[src/include/vpu_params.svh]
// ######################################
// VPU parameters
// Lane count, element width and size of the vector register file
// ######################################
`ifndef VPU_PARAMS_SVH
`define VPU_PARAMS_SVH

`define VPU_LANES     4
`define VPU_ELEM_W    16
`define VPU_NUM_REGS  8

`endif
[src/source/vpu_pkg.sv]
// ######################################
// VPU package
// Opcodes, element and vector types, instruction and write-back structs
// ######################################
`include "vpu_params.svh"

package vpu_pkg;

    typedef logic [$clog2(`VPU_NUM_REGS)-1:0] vpu_addr_t;
    typedef logic [`VPU_ELEM_W-1:0] vpu_elem_t;
    typedef logic [`VPU_LANES-1:0][`VPU_ELEM_W-1:0] vpu_vec_t;
    typedef logic [`VPU_LANES-1:0] vpu_mask_t;

    typedef enum logic [2:0] {
        VADD_VV = 3'd0,
        VSUB_VV = 3'd1,
        VAND_VV = 3'd2,
        VOR_VV  = 3'd3,
        VADD_VX = 3'd4,
        VMV_VX  = 3'd5,
        VID     = 3'd6,
        VEXT    = 3'd7
    } vpu_op_e;

    // vm set means masked by bit 0 of each v0 element
    typedef struct packed {
        vpu_op_e   op;
        vpu_addr_t vd;
        vpu_addr_t vs1;
        vpu_addr_t vs2;
        logic      vm;
        vpu_elem_t scalar;
    } vpu_instr_t;

    typedef struct packed {
        vpu_mask_t lane_en;
        vpu_addr_t addr;
    } vpu_wr_t;

endpackage

[src/source/vpu_top.sv]
// ######################################
// VPU top
// Issue, register file, lane array and stage control
// ######################################
`timescale 1ns/100ps
`include "vpu_params.svh"

module vpu_top (
    input  logic                clk,
    input  logic                rst_n,
    input  logic                flush,
    input  logic                instr_req,
    input  vpu_pkg::vpu_instr_t instr,
    output logic                instr_ack,
    output logic                int_wr_valid,
    output vpu_pkg::vpu_elem_t  int_wr_data
);

    vpu_pkg::vpu_instr_t id_instr;
    logic                id_valid;
    vpu_pkg::vpu_vec_t   rd_data_a;
    vpu_pkg::vpu_vec_t   rd_data_b;
    vpu_pkg::vpu_vec_t   rd_v0;
    vpu_pkg::vpu_op_e    exe_op;
    logic                exe_vm;
    vpu_pkg::vpu_mask_t  exe_mask;
    vpu_pkg::vpu_vec_t   exe_srca;
    vpu_pkg::vpu_vec_t   exe_srcb;
    vpu_pkg::vpu_elem_t  exe_scalar;
    vpu_pkg::vpu_vec_t   exe_result;
    vpu_pkg::vpu_mask_t  exe_lane_en;
    vpu_pkg::vpu_wr_t    exe_wr;
    vpu_pkg::vpu_wr_t    wb_wr;
    vpu_pkg::vpu_vec_t   wb_data;

    vpu_issue u_issue (
        .clk(clk), .rst_n(rst_n), .flush(flush),
        .instr_req(instr_req), .instr(instr), .instr_ack(instr_ack),
        .exe_wr(exe_wr), .id_instr(id_instr), .id_valid(id_valid)
    );

    // Port a reads vs2, port b reads vs1
    vpu_regfile u_regfile (
        .clk(clk), .rst_n(rst_n),
        .rd_addr_a(id_instr.vs2), .rd_addr_b(id_instr.vs1),
        .rd_data_a(rd_data_a), .rd_data_b(rd_data_b), .rd_v0(rd_v0),
        .wr(wb_wr), .wr_data(wb_data)
    );

    vpu_rf_ctrl u_rf_ctrl (
        .clk(clk), .rst_n(rst_n), .flush(flush),
        .id_instr(id_instr), .id_valid(id_valid),
        .rd_data_a(rd_data_a), .rd_data_b(rd_data_b), .rd_v0(rd_v0),
        .exe_op(exe_op), .exe_vm(exe_vm), .exe_mask(exe_mask),
        .exe_srca(exe_srca), .exe_srcb(exe_srcb), .exe_scalar(exe_scalar),
        .exe_result(exe_result), .exe_lane_en(exe_lane_en), .exe_wr(exe_wr),
        .wb_wr(wb_wr), .wb_data(wb_data),
        .int_wr_valid(int_wr_valid), .int_wr_data(int_wr_data)
    );

    for (genvar i = 0; i < `VPU_LANES; i++) begin : g_lane
        vpu_lane u_lane (
            .op(exe_op), .vm(exe_vm), .mask_bit(exe_mask[i]), .lane_idx(2'(i)),
            .a(exe_srca[i]), .b(exe_srcb[i]), .scalar(exe_scalar),
            .result(exe_result[i]), .wr_en(exe_lane_en[i])
        );
    end

endmodule

[src/source/vpu_rf_ctrl.sv]
// ######################################
// VPU register file control
// ID/EXE and MEM/WB staging, VEXT element extraction
// ######################################
`timescale 1ns/100ps
`include "vpu_params.svh"

module vpu_rf_ctrl (
    input  logic                clk,
    input  logic                rst_n,
    input  logic                flush,
    input  vpu_pkg::vpu_instr_t id_instr,
    input  logic                id_valid,
    input  vpu_pkg::vpu_vec_t   rd_data_a,
    input  vpu_pkg::vpu_vec_t   rd_data_b,
    input  vpu_pkg::vpu_vec_t   rd_v0,
    output vpu_pkg::vpu_op_e    exe_op,
    output logic                exe_vm,
    output vpu_pkg::vpu_mask_t  exe_mask,
    output vpu_pkg::vpu_vec_t   exe_srca,
    output vpu_pkg::vpu_vec_t   exe_srcb,
    output vpu_pkg::vpu_elem_t  exe_scalar,
    input  vpu_pkg::vpu_vec_t   exe_result,
    input  vpu_pkg::vpu_mask_t  exe_lane_en,
    output vpu_pkg::vpu_wr_t    exe_wr,
    output vpu_pkg::vpu_wr_t    wb_wr,
    output vpu_pkg::vpu_vec_t   wb_data,
    output logic                int_wr_valid,
    output vpu_pkg::vpu_elem_t  int_wr_data
);

    localparam int IDX_W = $clog2(`VPU_LANES);

    logic               exe_valid;
    logic               exe_sc_wr;
    vpu_pkg::vpu_addr_t exe_vd;
    vpu_pkg::vpu_mask_t id_mask;
    vpu_pkg::vpu_elem_t exe_ext;

    // Bit 0 of each v0 element
    always_comb begin
        for (int i = 0; i < `VPU_LANES; i++) begin
            id_mask[i] = rd_v0[i][0];
        end
    end

    always_ff @(posedge clk or negedge rst_n) begin
        if (!rst_n) begin
            exe_valid <= 1'b0;
            exe_sc_wr <= 1'b0;
        end else if (flush) begin
            exe_valid <= 1'b0;
            exe_sc_wr <= 1'b0;
        end else begin
            exe_valid <= id_valid && (id_instr.op != vpu_pkg::VEXT);
            exe_sc_wr <= id_valid && (id_instr.op == vpu_pkg::VEXT);
        end
    end

    always_ff @(posedge clk) begin
        exe_op     <= id_instr.op;
        exe_vm     <= id_instr.vm;
        exe_scalar <= id_instr.scalar;
        exe_vd     <= id_instr.vd;
        exe_srca   <= rd_data_a;
        exe_srcb   <= rd_data_b;
        exe_mask   <= id_mask;
    end

    assign exe_wr  = '{lane_en: (exe_valid ? exe_lane_en : '0), addr: exe_vd};
    assign exe_ext = exe_srca[exe_scalar[IDX_W-1:0]];

    // MEM/WB register
    always_ff @(posedge clk or negedge rst_n) begin
        if (!rst_n) begin
            wb_wr        <= '0;
            int_wr_valid <= 1'b0;
        end else if (flush) begin
            wb_wr        <= '0;
            int_wr_valid <= 1'b0;
        end else begin
            wb_wr        <= exe_wr;
            int_wr_valid <= exe_sc_wr;
        end
    end

    always_ff @(posedge clk) begin
        wb_data     <= exe_result;
        int_wr_data <= exe_ext;
    end

endmodule

[src/source/vpu_lane.sv]
// ######################################
// VPU lane
// One element ALU and its masked write enable
// ######################################
`timescale 1ns/100ps

module vpu_lane (
    input  vpu_pkg::vpu_op_e   op,
    input  logic               vm,
    input  logic               mask_bit,
    input  logic [1:0]         lane_idx,
    input  vpu_pkg::vpu_elem_t a,
    input  vpu_pkg::vpu_elem_t b,
    input  vpu_pkg::vpu_elem_t scalar,
    output vpu_pkg::vpu_elem_t result,
    output logic               wr_en
);

    // a carries vs2, b carries vs1
    always_comb begin
        case (op)
            vpu_pkg::VADD_VV: result = a + b;
            vpu_pkg::VSUB_VV: result = a - b;
            vpu_pkg::VAND_VV: result = a & b;
            vpu_pkg::VOR_VV:  result = a | b;
            vpu_pkg::VADD_VX: result = a + scalar;
            vpu_pkg::VMV_VX:  result = scalar;
            vpu_pkg::VID:     result = vpu_pkg::vpu_elem_t'(lane_idx);
            default:          result = a;
        endcase
    end

    // Extract never writes the vector file
    assign wr_en = (op != vpu_pkg::VEXT) && (!vm || mask_bit);

endmodule

[src/source/vpu_regfile.sv]
// ######################################
// VPU vector register file
// Two source reads, v0 read, lane-masked write with bypass
// ######################################
`timescale 1ns/100ps
`include "vpu_params.svh"

module vpu_regfile (
    input  logic              clk,
    input  logic              rst_n,
    input  vpu_pkg::vpu_addr_t rd_addr_a,
    input  vpu_pkg::vpu_addr_t rd_addr_b,
    output vpu_pkg::vpu_vec_t  rd_data_a,
    output vpu_pkg::vpu_vec_t  rd_data_b,
    output vpu_pkg::vpu_vec_t  rd_v0,
    input  vpu_pkg::vpu_wr_t   wr,
    input  vpu_pkg::vpu_vec_t  wr_data
);

    vpu_pkg::vpu_vec_t regs [`VPU_NUM_REGS];
    vpu_pkg::vpu_vec_t wr_merged;
    logic              wr_any;

    // Old contents with the enabled lanes replaced
    always_comb begin
        wr_merged = regs[wr.addr];
        for (int i = 0; i < `VPU_LANES; i++) begin
            if (wr.lane_en[i]) begin
                wr_merged[i] = wr_data[i];
            end
        end
    end

    assign wr_any = |wr.lane_en;

    // WB write is visible to reads in the same cycle
    assign rd_data_a = (wr_any && (wr.addr == rd_addr_a)) ? wr_merged : regs[rd_addr_a];
    assign rd_data_b = (wr_any && (wr.addr == rd_addr_b)) ? wr_merged : regs[rd_addr_b];
    assign rd_v0     = (wr_any && (wr.addr == '0)) ? wr_merged : regs[0];

    always_ff @(posedge clk or negedge rst_n) begin
        if (!rst_n) begin
            for (int r = 0; r < `VPU_NUM_REGS; r++) begin
                regs[r] <= '0;
            end
        end else if (wr_any) begin
            regs[wr.addr] <= wr_merged;
        end
    end

endmodule

[src/source/vpu_issue.sv]
// ######################################
// VPU issue unit
// Four-phase instruction intake, RAW hazard hold and ID register
// ######################################
`timescale 1ns/100ps

module vpu_issue (
    input  logic                clk,
    input  logic                rst_n,
    input  logic                flush,
    input  logic                instr_req,
    input  vpu_pkg::vpu_instr_t instr,
    output logic                instr_ack,
    input  vpu_pkg::vpu_wr_t    exe_wr,
    output vpu_pkg::vpu_instr_t id_instr,
    output logic                id_valid
);

    typedef enum logic {
        IDLE,
        WAIT_DROP
    } state_e;

    state_e state;
    logic   id_wr;
    logic   hazard;
    logic   accept;

    // Does the candidate read register d
    function automatic logic reads_reg(vpu_pkg::vpu_instr_t c, vpu_pkg::vpu_addr_t d);
        return (c.vs1 == d) || (c.vs2 == d) || (c.vm && (d == '0));
    endfunction

    assign id_wr = id_valid && (id_instr.op != vpu_pkg::VEXT);

    assign hazard = (id_wr && reads_reg(instr, id_instr.vd)) ||
                    ((|exe_wr.lane_en) && reads_reg(instr, exe_wr.addr));

    assign accept = (state == IDLE) && instr_req && !hazard && !flush;

    assign instr_ack = (state == WAIT_DROP);

    // Handshake sequencing
    always_ff @(posedge clk or negedge rst_n) begin
        if (!rst_n) begin
            state <= IDLE;
        end else begin
            case (state)
                IDLE: begin
                    if (accept) begin
                        state <= WAIT_DROP;
                    end
                end
                WAIT_DROP: begin
                    if (!instr_req) begin
                        state <= IDLE;
                    end
                end
                default: state <= IDLE;
            endcase
        end
    end

    // One-cycle valid per accepted instruction
    always_ff @(posedge clk or negedge rst_n) begin
        if (!rst_n) begin
            id_valid <= 1'b0;
        end else begin
            id_valid <= accept;
        end
    end

    always_ff @(posedge clk) begin
        if (accept) begin
            id_instr <= instr;
        end
    end

endmodule

[config.mk]
export PLATFORM = sky130hd
export DESIGN_NAME = vpu_top
export DESIGN_NICKNAME = d
export VERILOG_FILES = /design/src/source/vpu_pkg.sv /design/src/source/vpu_top.sv /design/src/source/vpu_rf_ctrl.sv /design/src/source/vpu_lane.sv /design/src/source/vpu_regfile.sv /design/src/source/vpu_issue.sv
export VERILOG_INCLUDE_DIRS = /design/src /design/src/include
export SDC_FILE = /design/constraint.sdc
export NUM_CORES = 2
export LEC_CHECK = 0
export BUFFER_PORTS_ARGS = -buffer_cell sky130_fd_sc_hd__buf_2
export CAP_MARGIN = 20
export CORE_ASPECT_RATIO = 1.25
export CORE_MARGIN = 3
export CORE_UTILIZATION = 64
export DETAILED_ROUTE_END_ITERATION = 10
export GPL_TIMING_DRIVEN = 1
export PLACE_DENSITY_LB_ADDON = 0.08
export SLEW_MARGIN = 40
export SYNTH_ARGS = -nofsm -noshare
export SYNTH_HDL_FRONTEND = slang
export SYNTH_SLANG_ARGS = --single-unit
export TNS_END_PERCENT = 20
[constraint.sdc]
create_clock -name clk -period 5.95 [get_ports clk]
set_clock_uncertainty 0.2 [all_clocks]
set_input_delay 0.2975 -clock clk [delete_from_list [all_inputs] [get_ports clk]]
set_output_delay 0.2975 -clock clk [all_outputs]
set_load 0.005 [all_outputs]
# Yosys cells after proc, flatten, opt, wreduce, memory -nomap -nowiden
# Cells that the tools add are included.
dict set report op_classes {
  n_addsub 12
  n_lt_le_gt_ge 5
  n_eq_ne 15
  mux 33
  bitwise_logic 12
  reduce_logical 35
}
# op n
set op_table {}
lappend op_table {{64-bit binary-select mux with 3-bit select} 3}
lappend op_table {{64-bit two-way mux} 9}
lappend op_table {{512-bit bitwise mux} 1}
lappend op_table {{16-bit one-hot mux with 7 select lines} 4}
lappend op_table {{64-bit demux with 3-bit select} 1}
lappend op_table {{16-bit adder} 8}
lappend op_table {{16-bit two-way mux} 5}
lappend op_table {{16-bit bitwise AND} 4}
lappend op_table {{16-bit bitwise OR} 4}
lappend op_table {{16-bit subtractor} 4}
lappend op_table {{49-bit two-way mux} 1}
lappend op_table {{16-bit binary-select mux with 2-bit select} 1}
lappend op_table {{3-bit == test} 6}
lappend op_table {{1-bit logical AND} 17}
lappend op_table {{3-bit == test (second input constant)} 4}
lappend op_table {{4-bit greater-or-equal comparator (second input constant)} 3}
lappend op_table {{3-bit zero test} 4}
lappend op_table {{3-bit NOT with 4-bit output} 3}
lappend op_table {{1-bit logical OR} 9}
lappend op_table {{4-bit OR reduction} 2}
lappend op_table {{7-bit two-way mux} 1}
lappend op_table {{3-bit by 2-bit == test with 1-bit output (second input constant)} 2}
lappend op_table {{3-bit inequality test (second input constant)} 2}
lappend op_table {{1-bit two-way mux} 5}
lappend op_table {{7 further kinds} 9}
dict set report totals {
  regBits 788
  inputBits 33
  out_inout_bits 18
}

# Longest topological paths before layout
dict set report logic_depth {
  word_depth 12
  ltp_mapped 18
}

# By module
# From an unflattened synthesis, not the netlist that was laid out.
dict set report unflattened {
  cells_unflattened 4753
  hier_area_um2 45897.8
}
# module n_inst cells_per_inst area_each_um2 seq_area_each_um2
set by_module_without_submodules {}
lappend by_module_without_submodules {vpu_regfile 1 3224 31769.2 12812.3}
lappend by_module_without_submodules {vpu_rf_ctrl 1 282 5481.5 4954.8}
lappend by_module_without_submodules {{vpu_lane at g_lane[0].u_lane ...} 2 301 1878.1 0.0}
lappend by_module_without_submodules {{vpu_lane at g_lane[2].u_lane} 1 295 1876.8 0.0}
lappend by_module_without_submodules {{vpu_lane at g_lane[3].u_lane} 1 290 1870.5 0.0}
lappend by_module_without_submodules {vpu_issue 1 58 1136.1 920.9}
lappend by_module_without_submodules {vpu_top 1 2 7.5 0.0}

# Worst setup path before layout
# No wires, ideal clock.
dict set report synth_path {
  kind {reg-to-reg}
  startpoint {reg u_rf_ctrl.exe_op[2]}
  endpoint {reg u_rf_ctrl.wb_data[28] in the netlist's numbering}
  setup_time_ps 123
  arrival_time_ps 3827
  slack_ps 1799
  stages_incl_launch_ff 17
  synth_period_minus_slack_ps 4151
  cell_sequence {dfxtp_1 > clkbuf_1 > nor2b_1 > and2_1 > clkbuf_1 > clkbuf_1 > o21ai_0 > ha_1 > fa_1 > a21o_1 > a21o_1 > a2111oi_0 > o31ai_1 > o41ai_1 > xnor2_1 > a211oi_1 > a21oi_1}
}
# item line
set synth_lines {}
lappend synth_lines {{from (decl)} vpu_rf_ctrl.sv:17} ;# output vpu_pkg::vpu_op_e exe_op,
lappend synth_lines {{from (signal assigned)} vpu_rf_ctrl.sv:61} ;# exe_op <= id_instr.op;
lappend synth_lines {{to (signal assigned)} vpu_rf_ctrl.sv:88} ;# wb_data <= exe_result;
lappend synth_lines {{to (decl)} vpu_rf_ctrl.sv:27} ;# output vpu_pkg::vpu_vec_t wb_data,

==> metrics <==
placed cell count 4883; Total Die Area 0.0739 mm2; mean post-synth cell area 10.9 um2; Root Buffer sky130_fd_sc_hd__clkbuf_16; wire length per cell 29.3 um; clk_lat worst skew 0.67 ns; Port Buffers 50; floorplan die height 303 um; number of rows created at floorplan 108; count of nets left with antenna violations after detail routing 0; share of the yosys chip area belonging to registers 0.413; net total in the final layout 4181; top cell type by total area after synthesis sky130_fd_sc_hd__dfrtp_1; biggest area contributors in the synthesized netlist sky130_fd_sc_hd__dfrtp_1 (29%), sky130_fd_sc_hd__mux4_2 (15%), sky130_fd_sc_hd__dfxtp_1 (10%); Net Count, Synth 4245; slew at the pin with the worst max-slew slack 0.932 ns; number of levels in the clock H-tree 3; LEAKAGE 21.1 nW; max_slew headroom 0.377; CTS tree built; critical path launch point type flip-flop; number of maximum-capacitance constraint violations 0; iteration-0 DRC count of the detailed router 3875; grt total ovfl 0; type of the most critical hold path primary input to async pin; Req. time, crit path 6.28 ns; Netlist Area Pre-Place 0.0452 mm2; number of distinct library cells after synthesis 80; critical path's slowest cell sky130_fd_sc_hd__a211oi_1; start-to-end type of the worst setup path flip-flop to flip-flop; met2 WL 66900 um; clock edge transition at the registers on the reported setup and hold paths 0.07 ns; number of endpoints with negative hold slack in the final report 0; number of detailed-route iterations in the first pass 6; final setup TNS 0 ns; Max FO, Critical Path 29; Worst Setup Slack, final 1.35 ns; largest net degree at the start of global routing 129; Most used DFF post-synth sky130_fd_sc_hd__dfrtp_1; initial core utilization 0.649; synthesized flop and latch total 788; RSZ-0062 raised after global routing false; top layer reached by signal wires met5; FMAX 217 MHz; number of instances in the synthesized netlist 4135; total count of max-transition violations in the final report 0; cell-by-cell trace of the critical path buf_4 -> nor2_1 -> nand2_2 -> nand2_1 -> buf_4 -> o21ai_0 -> a221o_2 -> ha_1 -> a21oi_1 -> o21ai_0 -> a211oi_1 -> o21ai_1 -> a221o_1 -> a21oi_1 -> xnor2_1 -> o221ai_1; Post-DP HPWL 94400 um; number of DRC violations after detailed routing 0; quantity of gates resized following cts 0; initial antenna violation count 7; wire length after detailed routing 149000 um; type of element capturing the critical path flip-flop; EDFF count, synth 29; async set-reset flop share out of synthesis 0.665; number of buffers inserted during clock tree synthesis 81; largest buffer count on any clock path 3; run status complete, no violations; pwr dens 318 mW/mm2; wl on met1 55900 um; die extent in x 244 um; routability cong. 1.07; number of non-filler instances in the completed layout 5075; area post-placement 0.0464 mm2; most common cell after layout, fill and taps aside sky130_fd_sc_hd__dfrtp_1; all-layer global routing usage 0.402; peak supply drop 0.000276 V; WL met3 15500 um; via count 36.1k; minimum clock period after layout 4.60 ns; CP bufs+invs 2; signal arrival time at the worst endpoint 4.94 ns; Top delay family on crit path compound AO/OA/AOI/OAI gates; share of the cycle needed by the critical path after routing 0.773; number of vias per cell 7.11; pre-CTS setup slack 1.40 ns; I/O pin cnt 51; total number of clock tree sinks 788; Final Setup Violations 0; largest stage delay on the critical path 0.42 ns; global-route wire length before repair 223000 um; Floorplan Core Area 0.0697 mm2; fraction of layout cells with a size suffix above 1 0.238; leading cell types in the layout, fill and taps excluded sky130_fd_sc_hd__dfrtp_1 (521), sky130_fd_sc_hd__nand2_1 (441), sky130_fd_sc_hd__o21ai_0 (430); Synth top area share 0.290; via count of the first global-routing pass 35.3k; post-route standard cell area excluding fillers 0.0497 mm2; area growth from synthesis to final layout 9.98%; number of fillers in the final layout 5170; Power Total 15.8 mW; Warnings, synthesis 0
[report_power, final]
part	switching, mW	internal [mW]	total, mW
sequential	0.822	6.04	6.86
combinational	1.87	1.67	3.54
clock	2.25	3.18	5.43
total	4.94	10.9	15.8
[worst paths after layout]
check | from | end | slack, ns | cells past startpoint
max | u_rf_ctrl.exe_op[2]$_DFF_P_ | u_rf_ctrl.wb_data[47]$_DFF_P_ | 1.35 | 16
min | rst_n | u_regfile.regs[11]$_DFFE_PN0P_ | 0.06 | 2
max reg2reg | u_rf_ctrl.exe_op[2]$_DFF_P_ | u_rf_ctrl.wb_data[47]$_DFF_P_ | 1.35 | 16
min reg2reg | u_issue.id_instr[16]$_DFFE_PP_ | u_rf_ctrl.exe_vm$_DFF_P_ | 0.13 | 0
max in group asynchronous | rst_n | u_rf_ctrl.wb_wr[0]$_DFF_PN0_ | 4.04 | 4
min in group clk | u_issue.id_instr[16]$_DFFE_PP_ | u_rf_ctrl.exe_vm$_DFF_P_ | 0.13 | 0
[final cells by class]
class	instances	area, um2	area share
clock inverters	25	337	0.00677
multi-input cells	2971	25200	0.507
repair buffers	173	1590	0.0319
diodes	1	2.50	0.0000503
inverters	56	210	0.00423
flip-flops and latches	788	18700	0.376
clock buffers	126	2510	0.0505
well taps	935	1170	0.0235
[cells by family after synthesis]
kind of cell | synth area share
compound gates | 0.152
simple gates | 0.0878
mux | 0.272
flops | 0.413
buf+inv | 0.0331
fa+ha+maj | 0.0290
xor+xnor | 0.0128
[state kept, by name, summed over array words and instances, names as in the netlist]
name and cells:
u_rf_ctrl.int_wr_valid 1, u_rf_ctrl.exe_vd 3, u_rf_ctrl.exe_srcb 64, u_issue.instr_ack 1
u_issue.id_instr 29, u_rf_ctrl.exe_scalar 16, u_rf_ctrl.wb_wr 7, u_rf_ctrl.exe_valid 1
u_rf_ctrl.exe_vm 1, u_rf_ctrl.exe_mask 4, u_rf_ctrl.int_wr_data 16, u_rf_ctrl.exe_srca 64
u_regfile.regs 512, u_issue.id_valid 1, u_rf_ctrl.exe_op 3, u_rf_ctrl.exe_sc_wr 1
u_rf_ctrl.wb_data 64
[Yosys cell counts (all sizes together), types with 16 or more instances]
cell type  count
a211oi       105
mux2i        156
ha            73
a21o          30
mux4         296
nor4          20
dfxtp        235
mux2         362
inv           56
o211a         19
a22oi         42
nand2        448
and3          16
a221oi        45
buf          104
nor2         137
o21ai        449
a21oi        244
nor3          37
nand3         20
o22ai         19
maj3          32
edfxtp        29
a31oi         25
o311ai        20
dfrtp        524
xor2          37
xnor2         29
clkbuf       216
nor2b        119
or3           22
a221o         17
a22o          18
[timing repair]
item | in CTS | in global routing
endpoints found under the hold margin | 162 | 0
hold buffers | 32 | 0
setup buffers | 0 | 0
[per-stage QoR]
step            util  hold WS [ns]
2_1_floorplan      -        -0.198
3_3_place_gp   0.663         0.126
3_5_place_dp   0.665         0.128
4_1_cts        0.711        0.0548
5_1_grt        0.713         0.113
6_report       0.713        0.0611
[metal layers]
metal / GRT usage / vias to the layer above
li1: - / 15400
met1: 0.523 / 17900
met2: 0.616 / 2151
met3: 0.0927 / 560
met4: 0.253 / 12
met5: 0 / -
Note: power is estimated with default switching activity, not from simulation.
